===== src/logic/core_mem_pkg.sv =====
// ~~~~~~~~~~~~~~~~~~~~~~~~~~~~~~
// Data memory shared types
// ~~~~~~~~~~~~~~~~~~~~~~~~~~~~~~

package core_mem_pkg;

  // load/store unit side
  parameter int unsigned CoreDataWidth = 32;
  parameter int unsigned CoreBeWidth   = CoreDataWidth / 8;
  parameter int unsigned AddrWidth     = 32;

  // RAM and loader side
  parameter int unsigned RamDataWidth  = 64;
  parameter int unsigned RamBeWidth    = RamDataWidth / 8;

  // word index into the RAM, bounds the RAM size
  parameter int unsigned RamIdxWidth   = 16;

  // upper 12 address bits that select the local RAM
  parameter logic [11:0] DefaultLocalRegion = 12'h001;

  // request as issued by the core, 69 bits
  typedef struct packed {
    logic [AddrWidth-1:0]     addr;
    logic                     we;
    logic [CoreBeWidth-1:0]   be;
    logic [CoreDataWidth-1:0] wdata;
  } lsu_req_t;

  // request as seen by the single-port RAM, 89 bits
  typedef struct packed {
    logic [RamIdxWidth-1:0]  idx;
    logic                    we;
    logic [RamBeWidth-1:0]   be;
    logic [RamDataWidth-1:0] wdata;
  } ram_req_t;

endpackage

===== src/logic/ram_port_arbiter.sv =====
// ~~~~~~~~~~~~~~~~~~~~~~~~~~~~~~
// RAM port arbiter
// ~~~~~~~~~~~~~~~~~~~~~~~~~~~~~~

`timescale 1ns/10ps

module ram_port_arbiter #(
  parameter int unsigned RAM_SIZE = 32768
) (
  input  logic                                   clk,
  input  logic                                   rst_n,

  // wide loader port, always served
  input  logic                                   wide_req_i,
  input  core_mem_pkg::ram_req_t                 wide_pl_i,
  output logic [core_mem_pkg::RamDataWidth-1:0]  wide_rdata_o,

  // narrow LSU port, served when the loader is idle
  input  logic                                   narrow_req_i,
  input  core_mem_pkg::lsu_req_t                 narrow_pl_i,
  output logic                                   narrow_gnt_o,
  output logic                                   narrow_rvalid_o,
  output logic [core_mem_pkg::CoreDataWidth-1:0] narrow_rdata_o,

  // single RAM port
  output logic                                   ram_en_o,
  output core_mem_pkg::ram_req_t                 ram_pl_o,
  input  logic [core_mem_pkg::RamDataWidth-1:0]  ram_rdata_i
);

  // byte address bits that index a 64-bit word
  localparam int unsigned IdxBits = $clog2(RAM_SIZE) - 3;

  core_mem_pkg::ram_req_t narrow_pl;
  logic                   narrow_lane;
  logic                   narrow_rvalid_q;
  logic                   lane_q;

  // bit 2 picks the upper or lower half of the word
  assign narrow_lane = narrow_pl_i.addr[2];

  // widen the 32-bit request into a 64-bit RAM request
  always_comb begin
    narrow_pl                  = '0;
    narrow_pl.idx[IdxBits-1:0] = narrow_pl_i.addr[IdxBits+2:3];
    narrow_pl.we               = narrow_pl_i.we;
    if (narrow_lane) begin
      narrow_pl.be = {narrow_pl_i.be, {core_mem_pkg::CoreBeWidth{1'b0}}};
    end else begin
      narrow_pl.be = {{core_mem_pkg::CoreBeWidth{1'b0}}, narrow_pl_i.be};
    end
    // same data in both halves, the byte enables pick the lane
    narrow_pl.wdata = {narrow_pl_i.wdata, narrow_pl_i.wdata};
  end

  // fixed priority for the loader
  assign narrow_gnt_o = narrow_req_i & ~wide_req_i;
  assign ram_en_o     = wide_req_i | narrow_req_i;
  assign ram_pl_o     = wide_req_i ? wide_pl_i : narrow_pl;

  // remember the served port and lane for the response cycle
  always_ff @(posedge clk or negedge rst_n) begin
    if (!rst_n) begin
      narrow_rvalid_q <= 1'b0;
      lane_q          <= 1'b0;
    end else begin
      narrow_rvalid_q <= narrow_gnt_o;
      if (narrow_gnt_o) begin
        lane_q <= narrow_lane;
      end
    end
  end

  assign narrow_rvalid_o = narrow_rvalid_q;

  always_comb begin
    if (lane_q) begin
      narrow_rdata_o = ram_rdata_i[core_mem_pkg::RamDataWidth-1 -: core_mem_pkg::CoreDataWidth];
    end else begin
      narrow_rdata_o = ram_rdata_i[core_mem_pkg::CoreDataWidth-1:0];
    end
  end

  // loader takes the full word
  assign wide_rdata_o = ram_rdata_i;

endmodule


===== config.mk =====
export PLATFORM = sky130hd
export DESIGN_NAME = ram_port_arbiter
export DESIGN_NICKNAME = d
export VERILOG_FILES = /design/src/logic/core_mem_pkg.sv /design/src/logic/ram_port_arbiter.sv
export SDC_FILE = /design/constraint.sdc
export NUM_CORES = 1
export LEC_CHECK = 0
export BUFFER_PORTS_ARGS = -buffer_cell sky130_fd_sc_hd__buf_2
export CORE_AREA = 2 2 161 163
export DETAILED_ROUTE_END_ITERATION = 10
export DIE_AREA = 0 0 163 165
export HOLD_SLACK_MARGIN = 0.06
export MAX_ROUTING_LAYER = met4
export PLACE_DENSITY = 0.34
export SLEW_MARGIN = 20
export SYNTH_ARGS = -nofsm -noshare
export SYNTH_HDL_FRONTEND = slang
export SYNTH_SLANG_ARGS = --single-unit
export TNS_END_PERCENT = 100

===== constraint.sdc =====
create_clock -name clk -period 1.4 [get_ports clk]
set_input_delay 0.28 -clock clk [delete_from_list [all_inputs] [get_ports clk]]
set_output_delay 0.28 -clock clk [all_outputs]
set_load 0.005 [all_outputs]

==> summary.txt, run 1 <==
Floorplan
  • I/O pin total: 414
  • Chip height: 165 um
  • Starting Density: 8.41%
  • Row count: 58
  • DIE AREA: 26900 um^2
  • Die width: 163 um
  • Core area: 25000 um^2

Placement
  • Port Buffers: 394
  • Dpl ws: -0.0380 ns
  • Final HPWL DP: 11.0 mm
  • Post-DP Area: 3950 um^2
  • Final Wtd Congestion: 0.731

Global routing
  • Grt total ovfl: 0
  • Global Route Usage Sum: 7.96%
  • Antenna violations before repair: 2
  • Largest net degree at the start of global routing: 53
  • Number of global-route vias before repair: 2910
  • Global-route wire length before repair: 15.8 mm

Setup path
  • Critical Path AT: 1.30 ns
  • Crit path max fanout: 17
  • Crit-path slowest cell: dfrtp_2
  • Required time at the worst-slack endpoint: 1.12 ns
  • Critical path cell sequence: buf_12 -> mux2_2 -> buf_2
  • RR Endpoint: lane_q
  • Buffer and inverter count on the worst path: 2
  • CP Capture Type: primary output
  • Crit Path Class: flop to primary output
  • Worst Setup SP: lane_q
  • R2r worst-path depth: 1
  • RR Startpoint: lane_q
  • Crit-path max cell delay: 0.42 ns
  • Top delay family on crit path: flip-flops
  • Crit path capture: narrow_rdata_o[22]
  • Levels on crit path: 3
  • Worst reg2reg setup slack: 0.57 ns
  • Startpoint types: flop

Pwr
  • Sw Pwr: 0.709 mW
  • Power per standard cell area: 477 nW/um^2
  • Pleak: 2.64 nW
  • Switch share: 34.7%
  • Maximum vdd drop: 0.511 mV
  • Total power draw: 2.04 mW
  • Internal cell power: 1.34 mW
  • Combinational power share: 75.2%
  • Clock power share: 21.2%
  • Sequential share of power: 3.6%

Drt
  • Drt drc: 0
  • Post-DRT Antenna Nets: 0
  • Routed WL: 12.7 mm
  • Avg WL per Cell: 13.1 um
  • TritonRoute pass-1 iters: 5
  • Post-DR vias/cell: 3.28
  • Routed via count: 3177
  • Initial DRC Count: 49

STA
  • Hold Fails Final Rpt: 0
  • Setup ws final: -0.178 ns
  • # setup viols final: 32
  • Final min period: 1.58 ns
  • Worst-Margin Slew: 0.168 ns
  • Max-Slew Margin vs Limit: 88.8%
  • RSZ-0062 raised after global routing: yes
  • Skew final: 0 ns
  • Final hold slack: 0.364 ns
  • Max-slew violation count: 0
  • Period Utilization, post-route: 113%
  • Fmax: 0.634 GHz

Yosys
  • Yosys cell types: 17
  • Mean post-synth cell area: 6.79 um^2
  • Netlist Area Pre-Place: 2100 um^2
  • Post-Syn Instances: 310
  • Share of the synthesized area in the top cell type: 23.5%
  • Top post-synthesis cells by area: buf_4 (24%), nand2_1 (23%), mux2_4 (14%)
  • Yosys warning total: 0
  • Synth Net Count: 536
  • Post-synth top area cell: buf_4
  • Sequential area share after synthesis: 2.38%
  • Yosys reg bits: 2

CTS
  • # clock sinks: 2
  • TritonCTS Buffers: 3
  • H-tree depth: 1
  • Setup bufs post-CTS: 0
  • Clock tree root buffer cell: clkbuf_16
  • CTS tree: done
  • Clk slew on worst S/H paths: 0.03 ns
  • CTS max path bufs: 2
  • Clk_lat worst skew: 0.22 ns

Cells and area
  • Final #Nets: 865
  • Layout cells sized above 1: 72.1%
  • Filler cell count: 2903
  • Finished Cell Area: 4290 um^2
  • P&R area growth vs syn: 104%
  • Most frequent cells in the layout: buf_2 (377), nand2_1 (130), nand2b_1 (32)
  • Sequential cell area: 51.3 um^2
  • Leading cell type in the layout, fill and taps excluded: buf_2
  • Area of the multi-input gates: 1450 um^2

Run status
  • Outcome: finished with violations
  • Failing checks: setup timing

Job
  • Max-cap viol count: 0

Min path
  • Min-Delay Path Class: input port to flop
  • HP Start: narrow_req_i
## repair_timing
action / CTS / global route
pin swaps: 0 / 0
endpoints found under the hold margin: 2 / 0
resized for setup: 20 / 15
cloned: 0 / 3
hold buffers: 1 / 0
endpoints found under the setup margin: 39 / 48
## area by class of cell
type | count | area share (%)
timing repair buffer | 406 | 53.5
inverter | 1 | 0.0875
multi-input combinational | 225 | 33.7
sequential | 2 | 1.20
tap | 330 | 9.62
antenna | 2 | 0.117
clock buffer | 3 | 1.75
## metrics by stage
stage          setup TNS [ns]  std cells  util (%)
2_1_floorplan               0        310         -
3_3_place_gp           -0.161        960      15.8
5_1_grt                 -5.92        969      17.1
4_1_cts                 -5.36        964      16.5
3_5_place_dp           -0.211        960      15.8
6_report                -4.94        969      17.1
## cells in the mapped netlist (all sizes together)
| library cell | n |
|---|---|
| a22o | 6 |
| nand2 | 130 |
| or2 | 1 |
| nand2b | 33 |
| o21ai | 2 |
| mux2 | 46 |
| inv | 1 |
| buf | 80 |
| and2 | 4 |
| clkbuf | 2 |
| dfrtp | 2 |
| nor2 | 1 |
| nor2b | 2 |
## power by group through the flow
stage / Clock (mW) / Combinational (mW) / Sequential, mW
floorplan: 0 / 0.737 / 0.0668
global placement: 0 / 1.42 / 0.0734
detailed placement: 0 / 1.41 / 0.0737
CTS: 0.444 / 1.48 / 0.0748
global route: 0.446 / 1.68 / 0.0753
finish: 0.433 / 1.54 / 0.0743
## kinds of logic (layout without fill, tap and decap cells)
kind of cell,after synthesis,after routing,synth area share (%)
AND/OR/NAND/NOR,171,171,35.5
buffers and inverters,83,410,31.0
multiplexers,46,46,28.2
AO/OA/AOI/OAI,8,8,2.97
flip-flops,2,2,2.38
other,0,2,0
## how the worst min path moves through the flow
stage / endpoint / slack (ns) / depth (start not counted)
after floorplan: lane_q / -0.02 / 0
after global routing: narrow_rvalid_o / 0.37 / 2
after CTS: narrow_rvalid_o / 0.36 / 2
final: narrow_rvalid_o / 0.36 / 2
after global placement: narrow_rvalid_o / 0.07 / 1
after detailed placement: narrow_rvalid_o / 0.07 / 1
## sequential cells by signal (all words and copies together) (netlist names)
register / flops
lane_q: 1
narrow_rvalid_o: 1
## metal layers
layer | track usage [%] | vias up | routed length (um)
li1 | - | 1573 | -
met1 | 8.27 | 1350 | 4730
met2 | 16.1 | 248 | 6820
met3 | 0.929 | 6 | 996
met4 | 1.41 | 0 | 187
met5 | - | - | 0
Note: power is estimated with default switching activity, not from simulation.
==> inputs of run 2 (changes only) <==
- BUFFER_PORTS_ARGS: -buffer_cell sky130_fd_sc_hd__buf_2 -> not set
- CORE_AREA: 2 2 161 163 -> 2 2 163 165
- DIE_AREA: 0 0 163 165 -> 0 0 165 167
- DONT_BUFFER_PORTS: not set -> 1
- PLACE_DENSITY: 0.34 -> 0.3
==> summary.txt, run 2 (synthesis gave the netlist of run 1 again) <==
Setup path
  • Worst reg2reg setup slack: 0.38 ns (-0.19 ns)
  • Critical Path AT: 1.17 ns (-0.13 ns)
  • R2r worst-path depth: 2 (+1)
  • Startpoint types: flop
  • CP Capture Type: primary output
  • Required time at the worst-slack endpoint: 1.12 ns (about the same)
  • Crit path max fanout: 20 (+3)
  • RR Startpoint: lane_q
  • Crit Path Class: flop to primary output
  • Worst Setup SP: lane_q

Pwr
  • Maximum vdd drop: 0.669 mV (+31%)
  • Power per standard cell area: 559 nW/um^2 (+17%)
  • Total power draw: 1.14 mW (-44%)
  • Pleak: 0.945 nW (-64%)

Run status
  • Outcome: finished with violations
  • Failing checks: setup timing

Global routing
  • Global Route Usage Sum: 6.15% (-1.8 points)
  • Number of global-route vias before repair: 1702 (-42%)
  • Grt total ovfl: 0 (unchanged)
  • Global-route wire length before repair: 11.5 mm (-27%)
  • Antenna violations before repair: 0 (-2)
  • Largest net degree at the start of global routing: 127 (+140%)

Cells and area
  • P&R area growth vs syn: -2.91%
  • Diode count: 0 (-2)
  • Leading cell type in the layout, fill and taps excluded: nand2_1
  • Layout cells sized above 1: 23.3% (-49 points)
  • Most frequent cells in the layout: nand2_1 (130), nand2b_1 (33), mux2_4 (28)
  • Final #Nets: 463 (-46%)

Placement
  • Port Buffers: 0 (-100%)
  • Final Wtd Congestion: 0.872 (+19%)
  • Final HPWL DP: 8.85 mm (-20%)

Drt
  • DR top layer: met4
  • Initial DRC Count: 34 (-31%)
  • Met2 Routed Length: 5.44 mm (-20%)
  • Drt drc: 0 (unchanged)
  • Post-DR vias/cell: 3.08 (-6.1%)
  • Routed WL: 9.69 mm (-24%)
  • Wire length on met1: 3.10 mm (-35%)
  • Routed via count: 1758 (-45%)
  • Post-DRT Antenna Nets: 0 (unchanged)
  • Avg WL per Cell: 17.0 um (+29%)
  • TritonRoute pass-1 iters: 4 (-1)
  • Metal3 WL: 954 um (-4.2%)

Floorplan
  • DIE AREA: 27600 um^2 (+2.5%)
  • Chip height: 167 um (+1.2%)
  • Die width: 165 um (+1.2%)
  • Starting Density: 8.17% (-0.24 points)
  • Core area: 25800 um^2 (+2.9%)
  • I/O pin total: 414 (unchanged)
  • Row count: 59 (+1.7%)

CTS
  • Setup bufs post-CTS: 0 (unchanged)
  • H-tree depth: 1 (unchanged)
  • CTS max path bufs: 2 (unchanged)
  • Clk slew on worst S/H paths: 0.03 ns (about the same)
  • Clk_lat worst skew: 0.22 ns (about the same)
  • # clock sinks: 2 (unchanged)
  • Clock tree root buffer cell: clkbuf_16
  • TritonCTS Buffers: 3 (unchanged)
  • CTS tree: done

STA
  • RSZ-0062 raised after global routing: yes
  • Setup_tns: -0.858 ns (+4.09 ns)
  • Max-slew violation count: 0 (unchanged)
  • # setup viols final: 32 (unchanged)
  • Setup ws final: -0.0535 ns (+0.125 ns)
  • Final min period: 1.45 ns (-0.125 ns)
  • Final hold slack: 0.253 ns (-0.111 ns)
  • Max-Slew Margin vs Limit: 86.6% (-2.2 points)
  • Period Utilization, post-route: 104% (-8.9 points)
  • Hold Fails Final Rpt: 0 (unchanged)
  • Fmax: 0.688 GHz (+8.6%)
  • Worst-Margin Slew: 0.200 ns (+0.0313 ns)
  • Skew final: 0 ns (unchanged)

Min path
  • Min-Delay Path Class: input port to flop
  • HP Start: narrow_pl_i[39]
  • Hold Path Depth: 1 (-1)

Job
  • Max-cap viol count: 0 (unchanged)
## run 2: final cells by class
type	instances	area, um^2
fill	2991	23700
multi-input combinational	225	1430
tap	335	419
clock buffer	4	78.8
timing repair buffer	4	57.6
sequential	2	51.3
inverter	1	3.75
## run 2: per-stage QoR
step	area [um^2]	instances	worst slack [ns]	util, %
floorplan	2100	310	0.202	-
global placement	1920	566	0.172	7.47
detailed placement	1920	566	0.178	7.47
CTS	2040	571	-0.0689	7.93
global route	2040	571	-0.0991	7.93
finish	2040	571	-0.0535	7.93
## run 2: critical path: stages (launching register included)
cell	delay, ns
dfrtp_2	0.40
buf_12	0.18
mux2_2	0.37
## run 2: repair_timing
action	4_1_cts	5_1_grt
setup endpoints to repair	32	32
gates resized for setup	8	0
hold buffers	1	0
hold endpoints to repair	2	0
## run 2: worst paths after layout
check                                          to
worst max-delay path            narrow_rdata_o[2]
worst min-delay path                       lane_q
min in group asynchronous                  lane_q
worst min register to register             lane_q
worst max register to register             lane_q
max in group asynchronous                  lane_q
## run 2: power breakdown
part	internal (mW)	total [mW]	switching, mW
Sequential	0.0649	0.0728	0.00792
Combinational	0.334	0.623	0.289
Clock	0.375	0.446	0.0708
## run 2: layer usage
metal | up-vias | track usage [%]
met3 | 10 | 0.946
met2 | 250 | 12.9
met4 | 0 | 1.70
li1 | 759 | -
met1 | 739 | 5.45
met5 | - | -
