File: src/logic/core_mem_pkg.sv
// ~~~~~~~~~~~~~~~~~~~~~~~~~~~~~~
// Data memory shared types
// ~~~~~~~~~~~~~~~~~~~~~~~~~~~~~~

package core_mem_pkg;

  // load/store unit side
  parameter int unsigned CoreDataWidth = 32;
  parameter int unsigned CoreBeWidth   = CoreDataWidth / 8;
  parameter int unsigned AddrWidth     = 32;

  // RAM and loader side
  parameter int unsigned RamDataWidth  = 64;
  parameter int unsigned RamBeWidth    = RamDataWidth / 8;

  // word index into the RAM, bounds the RAM size
  parameter int unsigned RamIdxWidth   = 16;

  // upper 12 address bits that select the local RAM
  parameter logic [11:0] DefaultLocalRegion = 12'h001;

  // request as issued by the core, 69 bits
  typedef struct packed {
    logic [AddrWidth-1:0]     addr;
    logic                     we;
    logic [CoreBeWidth-1:0]   be;
    logic [CoreDataWidth-1:0] wdata;
  } lsu_req_t;

  // request as seen by the single-port RAM, 89 bits
  typedef struct packed {
    logic [RamIdxWidth-1:0]  idx;
    logic                    we;
    logic [RamBeWidth-1:0]   be;
    logic [RamDataWidth-1:0] wdata;
  } ram_req_t;

endpackage
File: src/logic/lsu_addr_decode.sv
// ~~~~~~~~~~~~~~~~~~~~~~~~~~~~~~
// LSU address decode
// ~~~~~~~~~~~~~~~~~~~~~~~~~~~~~~

`timescale 1ns/10ps

module lsu_addr_decode #(
  parameter logic [11:0] LOCAL_REGION = core_mem_pkg::DefaultLocalRegion
) (
  input  logic                                   clk,
  input  logic                                   rst_n,

  // core side
  input  logic                                   lsu_req_i,
  input  core_mem_pkg::lsu_req_t                 lsu_pl_i,
  output logic                                   lsu_gnt_o,
  output logic                                   lsu_rvalid_o,
  output logic [core_mem_pkg::CoreDataWidth-1:0] lsu_rdata_o,

  // local RAM path
  output logic                                   ram_req_o,
  output core_mem_pkg::lsu_req_t                 ram_pl_o,
  input  logic                                   ram_gnt_i,
  input  logic                                   ram_rvalid_i,
  input  logic [core_mem_pkg::CoreDataWidth-1:0] ram_rdata_i,

  // external bus path
  output logic                                   ext_req_o,
  output core_mem_pkg::lsu_req_t                 ext_pl_o,
  input  logic                                   ext_gnt_i,
  input  logic                                   ext_rvalid_i,
  input  logic [core_mem_pkg::CoreDataWidth-1:0] ext_rdata_i
);

  typedef enum logic {
    SRC_RAM,
    SRC_EXT
  } resp_src_e;

  logic      is_local;
  resp_src_e resp_src_q;
  resp_src_e resp_src_d;

  // region match on the top 12 address bits
  assign is_local  = (lsu_pl_i.addr[core_mem_pkg::AddrWidth-1 -: 12] == LOCAL_REGION);

  assign ram_req_o = lsu_req_i & is_local;
  assign ext_req_o = lsu_req_i & ~is_local;

  // payload goes to both paths, only one of them sees a request
  assign ram_pl_o  = lsu_pl_i;
  assign ext_pl_o  = lsu_pl_i;

  // grant from the chosen path, remember where the answer comes from
  always_comb begin
    resp_src_d = resp_src_q;
    lsu_gnt_o  = 1'b0;
    if (ext_req_o) begin
      lsu_gnt_o = ext_gnt_i;
      if (ext_gnt_i) begin
        resp_src_d = SRC_EXT;
      end
    end else if (ram_req_o) begin
      lsu_gnt_o = ram_gnt_i;
      if (ram_gnt_i) begin
        resp_src_d = SRC_RAM;
      end
    end
  end

  always_ff @(posedge clk or negedge rst_n) begin
    if (!rst_n) begin
      resp_src_q <= SRC_RAM;
    end else begin
      resp_src_q <= resp_src_d;
    end
  end

  // route the response back to the core
  assign lsu_rdata_o  = (resp_src_q == SRC_EXT) ? ext_rdata_i : ram_rdata_i;
  assign lsu_rvalid_o = ram_rvalid_i | ext_rvalid_i;

  // core holds a request and its payload until granted
  a_req_held : assert property (
    @(posedge clk) disable iff (!rst_n)
    (lsu_req_i && !lsu_gnt_o) |=> (lsu_req_i && $stable(lsu_pl_i))
  );

  // responses are in order, so both paths never answer together
  a_one_path_rvalid : assert property (
    @(posedge clk) disable iff (!rst_n)
    !(ram_rvalid_i && ext_rvalid_i)
  );

endmodule

File: config.mk
export PLATFORM = sky130hd
export DESIGN_NAME = lsu_addr_decode
export DESIGN_NICKNAME = d
export VERILOG_FILES = /design/src/logic/core_mem_pkg.sv /design/src/logic/lsu_addr_decode.sv
export SDC_FILE = /design/constraint.sdc
export NUM_CORES = 1
export LEC_CHECK = 0
export BUFFER_PORTS_ARGS = -buffer_cell sky130_fd_sc_hd__buf_2
export CAP_MARGIN = 40
export CORE_AREA = 8 8 115 117
export DETAILED_ROUTE_END_ITERATION = 16
export DIE_AREA = 0 0 123 125
export GPL_TIMING_DRIVEN = 0
export PLACE_DENSITY_LB_ADDON = 0.12
export SETUP_SLACK_MARGIN = 0.4
export SLEW_MARGIN = 20
export SYNTH_ARGS = -nofsm -noshare
export SYNTH_HDL_FRONTEND = slang
export SYNTH_SLANG_ARGS = --single-unit
export TNS_END_PERCENT = 10
File: constraint.sdc
create_clock -name clk -period 1.5 [get_ports clk]
set_input_delay 0.3 -clock clk [delete_from_list [all_inputs] [get_ports clk]]
set_output_delay 0.3 -clock clk [all_outputs]
set_load 0.01 [all_outputs]
==> results of run 1 <==
-- power by group through the flow --
stage               sequential [mW]  clock (mW)  combinational [mW]
floorplan                    0.0275           0               0.465
global placement             0.0275           0               0.834
detailed placement           0.0275           0               0.835
CTS                          0.0275           0               0.852
global route                 0.0275           0               0.991
finish                       0.0275           0               0.930
-- path summary, 6_finish.rpt --
path | start | endpoint | depth (start not counted)
hold reg to reg | resp_src_q | resp_src_q | 4
max in group asynchronous | rst_n | resp_src_q | 1
hold / removal | rst_n | resp_src_q | 1
setup reg to reg | resp_src_q | resp_src_q | 5
min in group clk | ext_gnt_i | resp_src_q | 3
setup / recovery | lsu_pl_i[61] | lsu_gnt_o | 5
-- stage by stage --
step,hold slack [ps],std cells,setup slack [ps]
after global placement,77.7,591,-48.0
after detailed placement,81.1,591,-47.4
after global routing,82.0,598,-79.8
after floorplan,4.41,188,259
final,78.7,598,17.2
after CTS,81.3,595,2.68
-- kinds of logic after synthesis --
kind of cell    count (synthesis)
compound gates                  2
mux                            33
buf+inv                       143
flops                           1
simple gates                    9
-- Yosys cell counts, drive strengths merged --
library cell,n
mux2,32
inv,1
mux2i,1
or2,1
nand2,2
dfrtp,1
nor4,2
nor4b,1
and4,1
buf,142
a21oi,1
a2bb2oi,1
nand3,1
and2,1
-- routing by layer --
metal  wire length [um]  GRT usage
met1               2330     0.0706
met4                  0          0
met3               1120     0.0239
met5                  0          0
met2               4630      0.189
-- area by class of cell --
class                   count  area [um2]  share of cell area
repair buffers            263        1600               0.454
plain buffers             142        1100               0.312
multi-input cells          44         616               0.174
well taps                 147         184              0.0521
flip-flops and latches      1        25.0             0.00708
inverters                   1        3.75             0.00106
-- cell usage in the layout (no fill, tap or decap) --
cell type	netlist	final
sky130_fd_sc_hd__a21oi_1	1	1
sky130_fd_sc_hd__a2bb2oi_1	1	1
sky130_fd_sc_hd__and2_1	1	1
sky130_fd_sc_hd__and4_1	1	1
sky130_fd_sc_hd__buf_12	0	2
sky130_fd_sc_hd__buf_16	0	1
sky130_fd_sc_hd__buf_2	1	218
sky130_fd_sc_hd__buf_4	141	143
sky130_fd_sc_hd__buf_6	0	38
sky130_fd_sc_hd__buf_8	0	3
sky130_fd_sc_hd__dfrtp_1	1	1
sky130_fd_sc_hd__inv_1	1	1
sky130_fd_sc_hd__mux2_4	0	32
sky130_fd_sc_hd__mux2i_2	0	1
sky130_fd_sc_hd__nand2_1	2	2
sky130_fd_sc_hd__nand3_2	0	1
sky130_fd_sc_hd__nor4_4	0	2
sky130_fd_sc_hd__nor4b_4	0	1
sky130_fd_sc_hd__or2_4	0	1
-- repair_timing --
action / 4_1_cts / 5_1_grt
setup endpoints to repair: 37 / 37
pin swaps: 4 / 2
buffers inserted: 3 / 3
resized for setup: 14 / 70
gates cloned: 1 / 0
==> run summary, run 1 <==
STATUS
---------------------------------------------------------------------------------------
Status ................................................................... complete, no violations

SETUP PATH
---------------------------------------------------------------------------------------
Delay of the slowest cell on the worst path ..............................       300 ps
Worst setup SP type ...................................................... primary input
Critical Path RT .........................................................      1200 ps
Critical path buffers and inverters ......................................            2
Max Fanout on Critical Path ..............................................            3
Ordered list of cells on the worst path .................................. buf_6 > nor4b_4 > nand3_2 > mux2i_2 > buf_2
Arrival time reported for the critical path endpoint .....................      1180 ps
Cell family with most CP delay ........................................... simple AND/OR/NAND/NOR gates
Worst-case register-to-register setup slack ..............................       450 ps
Crit path kind ........................................................... primary input to output port
Kind of capture point of the worst setup path ............................  output port
Max stage delay cell, worst path ......................................... sky130_fd_sc_hd__nor4b_4

GRT
---------------------------------------------------------------------------------------
First-pass GRT wire length ...............................................      10.5 mm
Total gr overflow ........................................................            0
Via count of the first global-routing pass ...............................         1990
Total routing usage reported by global routing ...........................       0.0842
Antenna violations before repair .........................................            0
Pin count of the biggest net entering global routing .....................           11

PLACED DESIGN
---------------------------------------------------------------------------------------
Placer's final routability congestion estimate ...........................        0.757
Post-DP HPWL .............................................................      7.32 mm
# port buffers ...........................................................          256
Placed instance area .....................................................     3080 um2

CLOCKING
---------------------------------------------------------------------------------------
Clock Pin Slew Worst Setup and Hold Paths ................................         0 ps
Number of buffers added to fix hold violations after cts .................            0
Skew-Pair Late Insertion Delay ...........................................         0 ps

ROUTE
---------------------------------------------------------------------------------------
Antenna Violating Nets Remaining .........................................            0
Total vias in the final route ............................................         2001
# DRC ....................................................................            0
Per-cell via count in the routed design ..................................         3.35
DR WL/cell ...............................................................      13.5 um
DR pass1 iterations ......................................................            4
Number of violations reported at the end of detailed-routing iteration 0 .           15
Final wirelength .........................................................      8.08 mm

FINAL LAYOUT
---------------------------------------------------------------------------------------
Growth of design area from synthesis to finish ...........................         128%
Finished Core Util .......................................................        0.304
Number of diodes .........................................................            0
Flip-flop count of the largest register, all copies and words added ......            1
Total non-filler cell area in the finished layout ........................     3530 um2
Final Net Count ..........................................................          593
Leading registers by flop count .......................................... resp_src_q x1
Top reg by flops .........................................................   resp_src_q
Fraction of layout instances using a drive strength above 1 ..............        0.982
Fill cell instance count of the final layout .............................         1244

SYNTH
---------------------------------------------------------------------------------------
Share of Yosys cell area claimed by the top area cell type ...............        0.683
Syn Std Cell Area ........................................................     1550 um2
Portion of the post-synthesis area used by sequential elements ...........       0.0161
Post-synthesis cell type with the largest combined area .................. sky130_fd_sc_hd__buf_4
Synthesized flop and latch total .........................................            1
Number of instances in the synthesized netlist ...........................          188
Syn_area_per_cell ........................................................     8.25 um2
Post-Synth Adder-Cell Area ...............................................            0
Top cells by area, synth ................................................. sky130_fd_sc_hd__buf_4, sky130_fd_sc_hd__mux2_2, sky130_fd_sc_hd__dfrtp_1
Synthesized-area fraction occupied by and/or/nand/nor cells ..............       0.0476
Post-synthesis compound-gate area fraction ...............................      0.00888
Cell variety after synth .................................................           15
Multiplexer fraction of the synthesized cell area ........................        0.239
Dominant combinational cell family by area after synthesis ............... buffers and inverters
Post-synthesis net count .................................................          328
Yosys warnings ...........................................................            0
Synth Area in XOR/XNOR ...................................................            0

POWER
---------------------------------------------------------------------------------------
Power Dens Cells .........................................................   271 nW/um2
Portion of total power attributed to combinational logic .................        0.971
Power Internal ...........................................................       616 uW
Leak pwr .................................................................      2.19 nW
Net Sw Power .............................................................       342 uW
Switching fraction of total power ........................................        0.357
Power Total ..............................................................       958 uW
Worst ir drop on vdd .....................................................   0.000108 V
Proportion of power drawn by flip-flops and latches ......................        0.029
Clock share of power .....................................................            0

TIMING
---------------------------------------------------------------------------------------
Final number of setup-violating endpoints ................................            0
Summed negative setup slack over all endpoints ...........................         0 ps
FMAX .....................................................................      674 MHz
Time the final worst path needs with I/O delays and setup ................      1480 ps
Slew margin rel. .........................................................        0.837
RSZ-0062 raised after global routing .....................................          yes
Transition at the pin with the smallest max-transition slack .............       243 ps
Final clock period utilization by the worst path .........................        0.989
Number of pins with negative max-slew slack in the final report ..........            0
Final-report hold violation count ........................................            0
Final worst clock skew ...................................................         0 ps

FLOORPLANNING
---------------------------------------------------------------------------------------
Floorplan core area ......................................................    11600 um2
# rows ...................................................................           40
Height of the die ........................................................       125 um
Die extent in x ..........................................................       123 um
Top Ports ................................................................          314
Initial core utilization .................................................        0.134
DIE AREA .................................................................    15400 um2

HOLD PATH
---------------------------------------------------------------------------------------
Type of the tightest min-delay check ..................................... primary input to asynchronous set/reset pin

RUN
---------------------------------------------------------------------------------------
Number of max-cap violations .............................................            0

Note: power is estimated with default switching activity, not from simulation.
==> run 2: changes to the inputs <==
--- a/config.mk
+++ b/config.mk
@@ -7,9 +7,11 @@
 export LEC_CHECK = 0
 export BUFFER_PORTS_ARGS = -buffer_cell sky130_fd_sc_hd__buf_2
 export CAP_MARGIN = 40
-export CORE_AREA = 8 8 115 117
+export CELL_PAD_IN_SITES_DETAIL_PLACEMENT = 0
+export CELL_PAD_IN_SITES_GLOBAL_PLACEMENT = 1
+export CORE_MARGIN = 8
+export CORE_UTILIZATION = 14
 export DETAILED_ROUTE_END_ITERATION = 16
-export DIE_AREA = 0 0 123 125
 export GPL_TIMING_DRIVEN = 0
 export PLACE_DENSITY_LB_ADDON = 0.12
 export SETUP_SLACK_MARGIN = 0.4
==> constraint.sdc (replaced) <==
create_clock -name clk -period 1.65 [get_ports clk]
set_input_delay 0.33 -clock clk [delete_from_list [all_inputs] [get_ports clk]]
set_output_delay 0.33 -clock clk [all_outputs]
set_load 0.01 [all_outputs]
==> run 2 against run 1 <==
Net effect: register-to-register slack improved by 300 ps; critical path depth did not move; global-route usage rose by 0.71 points; final area fell by 11%; sequential share of layout area rose by 0.086 points; setup slack improved by 56 ps; first-iteration DRC count did not move; via count fell by 0.70%; clock skew did not move; die area fell by 4.4%; core utilization fell by 1.4 points; critical path type unchanged; critical endpoint unchanged.
==> run summary, run 2 (synthesis results as in run 1) <==
RUN
---------------------------------------------------------------------------------------
Number of max-cap violations .............................................            0   unchanged

POWER
---------------------------------------------------------------------------------------
Power Dens Cells .........................................................   248 nW/um2   -8.4%
Worst ir drop on vdd .....................................................   0.000102 V   -5.5%
Leak pwr .................................................................      1.93 nW   -12%

STATUS
---------------------------------------------------------------------------------------
Status ................................................................... complete, no violations

GRT
---------------------------------------------------------------------------------------
Via count of the first global-routing pass ...............................         2142   +7.6%
Antenna violations before repair .........................................            0   unchanged
Pin count of the biggest net entering global routing .....................           11   unchanged
First-pass GRT wire length ...............................................      11.0 mm   +4.7%
Total routing usage reported by global routing ...........................       0.0913   +0.00715
Total gr overflow ........................................................            0   unchanged

FLOORPLANNING
---------------------------------------------------------------------------------------
Height of the die ........................................................       121 um   -3.0%
Initial core utilization .................................................        0.143   +0.00949
DIE AREA .................................................................    14700 um2   -4.4%
Die extent in x ..........................................................       121 um   -1.4%
Floorplan core area ......................................................    10800 um2   -6.6%
# rows ...................................................................           38   -5.0%
Top Ports ................................................................          314   unchanged

SETUP PATH
---------------------------------------------------------------------------------------
Crit path kind ........................................................... primary input to output port
Worst setup SP type ...................................................... primary input
Arrival time reported for the critical path endpoint .....................      1250 ps   +70 ps
Kind of capture point of the worst setup path ............................  output port
Max stage delay cell, worst path ......................................... sky130_fd_sc_hd__nor4_4
Ordered list of cells on the worst path .................................. buf_8 > nor4_4 > nand3_2 > mux2i_2 > buf_2
Max Fanout on Critical Path ..............................................            3   unchanged
Delay of the slowest cell on the worst path ..............................       330 ps   +30 ps
Critical Path RT .........................................................      1320 ps   +120 ps

FINAL LAYOUT
---------------------------------------------------------------------------------------
Most common cell after layout, fill and taps aside ....................... sky130_fd_sc_hd__buf_2
Number of diodes .........................................................            0   unchanged
Growth of design area from synthesis to finish ...........................         103%
Layout Cells excl Fill ...................................................          587   -1.8%
Flip-flop count of the largest register, all copies and words added ......            1   unchanged
Final Net Count ..........................................................          589   -0.67%
Fraction of layout instances using a drive strength above 1 ..............        0.982   about the same
Commonest cells after routing, fill and taps aside ....................... sky130_fd_sc_hd__buf_2, sky130_fd_sc_hd__buf_4, sky130_fd_sc_hd__mux2_2, sky130_fd_sc_hd__buf_6
Top reg by flops .........................................................   resp_src_q
Leading registers by flop count .......................................... resp_src_q x1

CLOCKING
---------------------------------------------------------------------------------------
Number of buffers added to fix hold violations after cts .................            0   unchanged
Skew-Pair Late Insertion Delay ...........................................         0 ps   unchanged
Clock Pin Slew Worst Setup and Hold Paths ................................         0 ps   unchanged

ROUTE
---------------------------------------------------------------------------------------
Final wirelength .........................................................      8.08 mm   about the same
DR WL/cell ...............................................................      13.8 um   +1.9%
Total vias in the final route ............................................         1987   -0.70%
Number of violations reported at the end of detailed-routing iteration 0 .           15   unchanged
Antenna Violating Nets Remaining .........................................            0   unchanged
# DRC ....................................................................            0   unchanged
DR pass1 iterations ......................................................            4   unchanged
Per-cell via count in the routed design ..................................         3.39   +1.2%

TIMING
---------------------------------------------------------------------------------------
FMAX .....................................................................      634 MHz
Final worst clock skew ...................................................         0 ps   unchanged
Final-report hold violation count ........................................            0   unchanged
Final number of setup-violating endpoints ................................            0   unchanged
Final clock period utilization by the worst path .........................        0.956
Transition at the pin with the smallest max-transition slack .............       281 ps   +37.8 ps
Summed negative setup slack over all endpoints ...........................         0 ps   unchanged
RSZ-0062 raised after global routing .....................................          yes
Slew margin rel. .........................................................        0.811   -0.0254
Number of pins with negative max-slew slack in the final report ..........            0   unchanged
Time the final worst path needs with I/O delays and setup ................      1580 ps

PLACED DESIGN
---------------------------------------------------------------------------------------
# port buffers ...........................................................          256   unchanged
Post-DP HPWL .............................................................      7.69 mm   +5.0%
Placer's final routability congestion estimate ...........................        0.716   -5.4%
Placed Cells .............................................................          584   -1.2%

HOLD PATH
---------------------------------------------------------------------------------------
Type of the tightest min-delay check ..................................... primary input to asynchronous set/reset pin

run 2: changes by cell type in the layout (fill, tap and decap cells not counted), sizes merged:
| cell | change |
|---|---|
| buf | -5 |
| clkbuf | +1 |
run 2: final cells by class:
cell class | count | area (um2)
Fill cell | 1216 | 7690
Timing Repair Buffer | 259 | 1360
Buffer | 142 | 1080
Multi-Input combinational cell | 44 | 500
Tap cell | 140 | 175
Sequential cell | 1 | 25.0
Inverter | 1 | 3.75
run 2: worst paths after layout:
check | cells after the start | from | slack, ps | to
worst max-delay path | 5 | lsu_pl_i[68] | 70 | lsu_gnt_o
worst min-delay path | 1 | rst_n | 110 | resp_src_q
worst max register to register | 4 | resp_src_q | 750 | resp_src_q
worst min register to register | 3 | resp_src_q | 680 | resp_src_q
max in group asynchronous | 1 | rst_n | 1460 | resp_src_q
min in group clk | 3 | ext_gnt_i | 630 | resp_src_q
run 2: what timing repair did:
action / in CTS / in global routing
endpoints found under the hold margin: 0 / 0
gates resized for setup: 8 / 7
gates cloned: 0 / 1
endpoints found under the setup margin: 36 / 36
buffers inserted: 1 / 1
pin swaps: 4 / 2
run 2: worst max-delay path: cells and delay by family:
| family | cells | cell delay, ps |
|---|---|---|
| buf+inv | 2 | 260 |
| simple gates | 2 | 480 |
| mux | 1 | 180 |
run 2: report_power, final:
| part | total (mW) | leakage, nW | internal (mW) | switching, mW |
|---|---|---|---|---|
| registers | 0.0250 | 0.00875 | 0.0250 | 0.00000374 |
| logic | 0.757 | 1.93 | 0.463 | 0.294 |
| clock network | 0 | 0 | 0 | 0 |
| total | 0.782 | 1.93 | 0.488 | 0.294 |
run 2: stage by stage:
| stage | setup WS (ps) | total power [mW] | hold WS, ps | util | cell area, um2 |
|---|---|---|---|---|---|
| 3_5_place_dp | 2.66 | 0.785 | 108 | 0.282 | 3060 |
| 5_1_grt | 5.32 | 0.844 | 113 | 0.291 | 3150 |
| 3_3_place_gp | 24.5 | 0.788 | 107 | 0.282 | 3060 |
| 6_report | 73.4 | 0.782 | 106 | 0.291 | 3150 |
| 2_1_floorplan | 349 | 0.447 | 34.4 | - | 1600 |
| 4_1_cts | 39.2 | 0.796 | 108 | 0.286 | 3100 |
run 2: metal layers:
layer	share of wire	global-route usage
met5	0	0
met4	0	0
met3	0.17	0.0465
met2	0.58	0.204
met1	0.26	0.0679
==> run 3: changes to the inputs <==
--- a/config.mk
+++ b/config.mk
@@ -5,12 +5,13 @@
 export SDC_FILE = /design/constraint.sdc
 export NUM_CORES = 1
 export LEC_CHECK = 0
+export ABC_AREA = 1
 export BUFFER_PORTS_ARGS = -buffer_cell sky130_fd_sc_hd__buf_2
 export CAP_MARGIN = 40
 export CELL_PAD_IN_SITES_DETAIL_PLACEMENT = 0
 export CELL_PAD_IN_SITES_GLOBAL_PLACEMENT = 1
 export CORE_MARGIN = 8
-export CORE_UTILIZATION = 14
+export CORE_UTILIZATION = 15
 export DETAILED_ROUTE_END_ITERATION = 16
 export GPL_TIMING_DRIVEN = 0
 export PLACE_DENSITY_LB_ADDON = 0.12
==> run 3 against run 2 <==
Net effect: routed wire length up 4.3%; first-iteration DRC count up 6.7%; register-to-register slack better by 20 ps; critical path depth down 1; clock skew unchanged; via count up 0.50%; final cell count up 2.0%; flip-flop and latch count unchanged; hold slack worse by 0.50 ps; largest cell class unchanged; highest routed layer unchanged.
==> run summary, run 3 <==
GRT
---------------------------------------------------------------------------------------
Global-route layer with the greatest usage ...............................         met2
Met2 track utilization from global routing ...............................        0.206   +0.00153
Pin count of the biggest net entering global routing .....................           11   unchanged
Total gr overflow ........................................................            0   unchanged
Met1 track demand over resource ..........................................       0.0849   +0.0170
Global Route met3 Usage ..................................................       0.0259   -0.0206
First-pass GRT wire length ...............................................      11.4 mm   +3.4%
Antenna violations before repair .........................................            0   unchanged
Via count of the first global-routing pass ...............................         2020   -5.7%
Total routing usage reported by global routing ...........................       0.0934   +0.00212

FINAL LAYOUT
---------------------------------------------------------------------------------------
Flip-flop count of the largest register, all copies and words added ......            1   unchanged
Layout Cells excl Fill ...................................................          599   +2.0%
Total non-filler cell area in the finished layout ........................     3320 um2   +5.4%
Number of diodes .........................................................            0   unchanged
Register area ............................................................     25.0 um2   unchanged
Fill cell instance count of the final layout .............................         1208   -0.66%
Commonest cells after routing, fill and taps aside ....................... sky130_fd_sc_hd__buf_2, sky130_fd_sc_hd__buf_4, sky130_fd_sc_hd__mux2_4, sky130_fd_sc_hd__buf_6
Most common cell after layout, fill and taps aside ....................... sky130_fd_sc_hd__buf_2
Top reg by flops .........................................................   resp_src_q
Final Net Count ..........................................................          601   +2.0%
Leading registers by flop count .......................................... resp_src_q x1
Growth of design area from synthesis to finish ...........................        96.6%
Area used by multi-input combinational logic .............................      591 um2   +18%
Fraction of layout instances using a drive strength above 1 ..............        0.980   -0.00171

SYNTH
---------------------------------------------------------------------------------------
Post-synthesis cell type with the largest combined area .................. sky130_fd_sc_hd__buf_4
Cell variety after synth .................................................           14   -1
Async set or reset register ratio after synthesis ........................         1.00   unchanged
Portion of the post-synthesis area used by sequential elements ...........       0.0148   -0.00134
Most common cell in the netlist .......................................... sky130_fd_sc_hd__buf_4
Synthesized flop and latch total .........................................            1   unchanged
Top cells by area, synth ................................................. sky130_fd_sc_hd__buf_4, sky130_fd_sc_hd__mux2_4, sky130_fd_sc_hd__buf_12
Syn_area_per_cell ........................................................     8.62 um2   +4.6%
Top flip-flop cell by instance count after synthesis ..................... sky130_fd_sc_hd__dfrtp_1
Top cells by count, synth ................................................ sky130_fd_sc_hd__buf_4, sky130_fd_sc_hd__mux2_4, sky130_fd_sc_hd__nor2_1, sky130_fd_sc_hd__nand2_1
Number of instances in the synthesized netlist ...........................          196   +4.3%
Yosys warnings ...........................................................            0   unchanged
EDFF count, synth ........................................................            0   unchanged
Syn Std Cell Area ........................................................     1690 um2   +9.0%
Share of Yosys cell area claimed by the top area cell type ...............        0.613   -0.0699
Post-synthesis net count .................................................          336   +2.4%

CLOCKING
---------------------------------------------------------------------------------------
Clock Pin Slew Worst Setup and Hold Paths ................................         0 ps   unchanged
Number of buffers added to fix hold violations after cts .................            0   unchanged
Skew-Pair Late Insertion Delay ...........................................         0 ps   unchanged

POWER
---------------------------------------------------------------------------------------
Portion of total power attributed to combinational logic .................        0.970   +0.002
Power Total ..............................................................       820 uW   +4.8%
Worst ir drop on vdd .....................................................   0.000101 V   -0.28%
Clock share of power .....................................................            0   unchanged
Switching fraction of total power ........................................        0.364   -0.0116
Leak pwr .................................................................      2.13 nW   +10%
Power Dens Cells .........................................................   247 nW/um2   -0.64%
Net Sw Power .............................................................       298 uW   +1.5%
Power Internal ...........................................................       521 uW   +6.7%
Proportion of power drawn by flip-flops and latches ......................        0.030   -0.002

HOLD PATH
---------------------------------------------------------------------------------------
Type of the tightest min-delay check ..................................... primary input to asynchronous set/reset pin

TIMING
---------------------------------------------------------------------------------------
Transition at the pin with the smallest max-transition slack .............       107 ps   -174 ps
Final worst-path setup slack .............................................       239 ps   +166 ps
Final clock period utilization by the worst path .........................        0.855   -0.101
Time the final worst path needs with I/O delays and setup ................      1410 ps   -166 ps
Final-report hold violation count ........................................            0   unchanged
Final worst clock skew ...................................................         0 ps   unchanged
Slew margin rel. .........................................................        0.929   +0.117
Summed negative setup slack over all endpoints ...........................         0 ps   unchanged
Number of pins with negative max-slew slack in the final report ..........            0   unchanged
FMAX .....................................................................      709 MHz   +12%
Final number of setup-violating endpoints ................................            0   unchanged
RSZ-0062 raised after global routing .....................................          yes

ROUTE
---------------------------------------------------------------------------------------
Total vias in the final route ............................................         1997   +0.50%
DR WL/cell ...............................................................      14.1 um   +2.2%
Antenna Violating Nets Remaining .........................................            0   unchanged
Per-cell via count in the routed design ..................................         3.33   -1.5%
Final wirelength .........................................................      8.43 mm   +4.3%
# DRC ....................................................................            0   unchanged
DR pass1 iterations ......................................................            3   -1
Number of violations reported at the end of detailed-routing iteration 0 .           16   +1

FLOORPLANNING
---------------------------------------------------------------------------------------
DIE AREA .................................................................    14900 um2   +1.5%
# rows ...................................................................           38   unchanged
Die extent in x ..........................................................       122 um   +0.76%
Floorplan core area ......................................................    10900 um2   +0.88%
Height of the die ........................................................       122 um   +0.76%
Top Ports ................................................................          314   unchanged
Initial core utilization .................................................        0.155   +0.0116

PLACED DESIGN
---------------------------------------------------------------------------------------
# port buffers ...........................................................          256   unchanged
Post-placement setup slack ...............................................      65.5 ps   +62.9 ps
Placer's final routability congestion estimate ...........................        0.707   -1.3%
Post-DP HPWL .............................................................      7.94 mm   +3.2%
Placed instance area .....................................................     3150 um2   +2.9%
Placed Cells .............................................................          592   +1.4%

SETUP PATH
---------------------------------------------------------------------------------------
Worst reg2reg endpoint ...................................................   resp_src_q
Worst setup SP type ......................................................    flip-flop
Critical path buffers and inverters ......................................            3   +1
Max Fanout on Critical Path ..............................................           10   +7
Cell family with most CP delay ........................................... buffers and inverters
Kind of capture point of the worst setup path ............................  output port
Source of the worst register-to-register timing path .....................   resp_src_q
Count of cells along the worst register-to-register path .................            4   unchanged
Critical Path RT .........................................................      1320 ps   about the same
Worst-case register-to-register setup slack ..............................       770 ps   +20 ps
Crit path kind ........................................................... flip-flop to output port
Ordered list of cells on the worst path .................................. buf_6 > buf_12 > mux2_4 > buf_2
Max stage delay cell, worst path ......................................... sky130_fd_sc_hd__dfrtp_1
Delay of the slowest cell on the worst path ..............................       350 ps   +20 ps
Arrival time reported for the critical path endpoint .....................      1080 ps   -170 ps

RUN
---------------------------------------------------------------------------------------
Number of max-cap violations .............................................            0   unchanged

STATUS
---------------------------------------------------------------------------------------
Status ................................................................... complete, no violations

run 3: cells by family (layout without fill, tap and decap cells):
group / Yosys count / after routing / synth area share
AOI/OAI and AO/OA: 1 / 1 / 0.00296
muxes: 32 / 32 / 0.278
and+or+nand+nor: 18 / 18 / 0.0452
DFF: 1 / 1 / 0.0148
buffers and inverters: 144 / 407 / 0.660
run 3: per-stage QoR:
step                      hold WS (ps)   util
final                              106  0.304
after global routing               108  0.304
after CTS                          107  0.299
after detailed placement           107  0.288
after global placement             106  0.288
after floorplan                   34.4      -
run 3: layout make-up:
class	instances	share of cell area
Inverter	2	0.00226
Timing Repair Buffer	263	0.427
Sequential cell	1	0.00753
Multi-Input combinational cell	51	0.178
Buffer	142	0.333
Tap cell	140	0.0527
run 3: worst register-to-register path: cells and delay by family, from the launching register on:
family        cells  cell delay (ps)
flops             1              350
buf+inv           2              290
simple gates      2              130
run 3: timing repair:
| action | CTS | global route |
|---|---|---|
| resized for setup | 15 | 12 |
| setup endpoints to repair | 35 | 36 |
| pin swaps | 8 | 7 |
| buffers inserted | 5 | 2 |
run 3: power by group through the flow:
stage / sequential (mW) / combinational [mW] / clock [mW]
5_1_grt: 0.0250 / 0.858 / 0
2_1_floorplan: 0.0250 / 0.439 / 0
3_3_place_gp: 0.0250 / 0.775 / 0
3_5_place_dp: 0.0250 / 0.775 / 0
6_report: 0.0250 / 0.795 / 0
4_1_cts: 0.0250 / 0.802 / 0
run 3: how the worst max path moves through the flow:
stage	startpoint	to	cells after the start
finish	resp_src_q	lsu_rdata_o[21]	4
CTS	lsu_pl_i[57]	lsu_gnt_o	9
global route	lsu_pl_i[61]	lsu_gnt_o	7
floorplan	resp_src_q	lsu_rdata_o[0]	3
detailed placement	lsu_pl_i[64]	lsu_gnt_o	8
global placement	lsu_pl_i[64]	lsu_gnt_o	8
run 3: metal layers:
metal	routed length, um	vias up
li1	-	1007
met1	2350	846
met2	4950	144
met3	1120	0
met4	0	0
met5	0	-
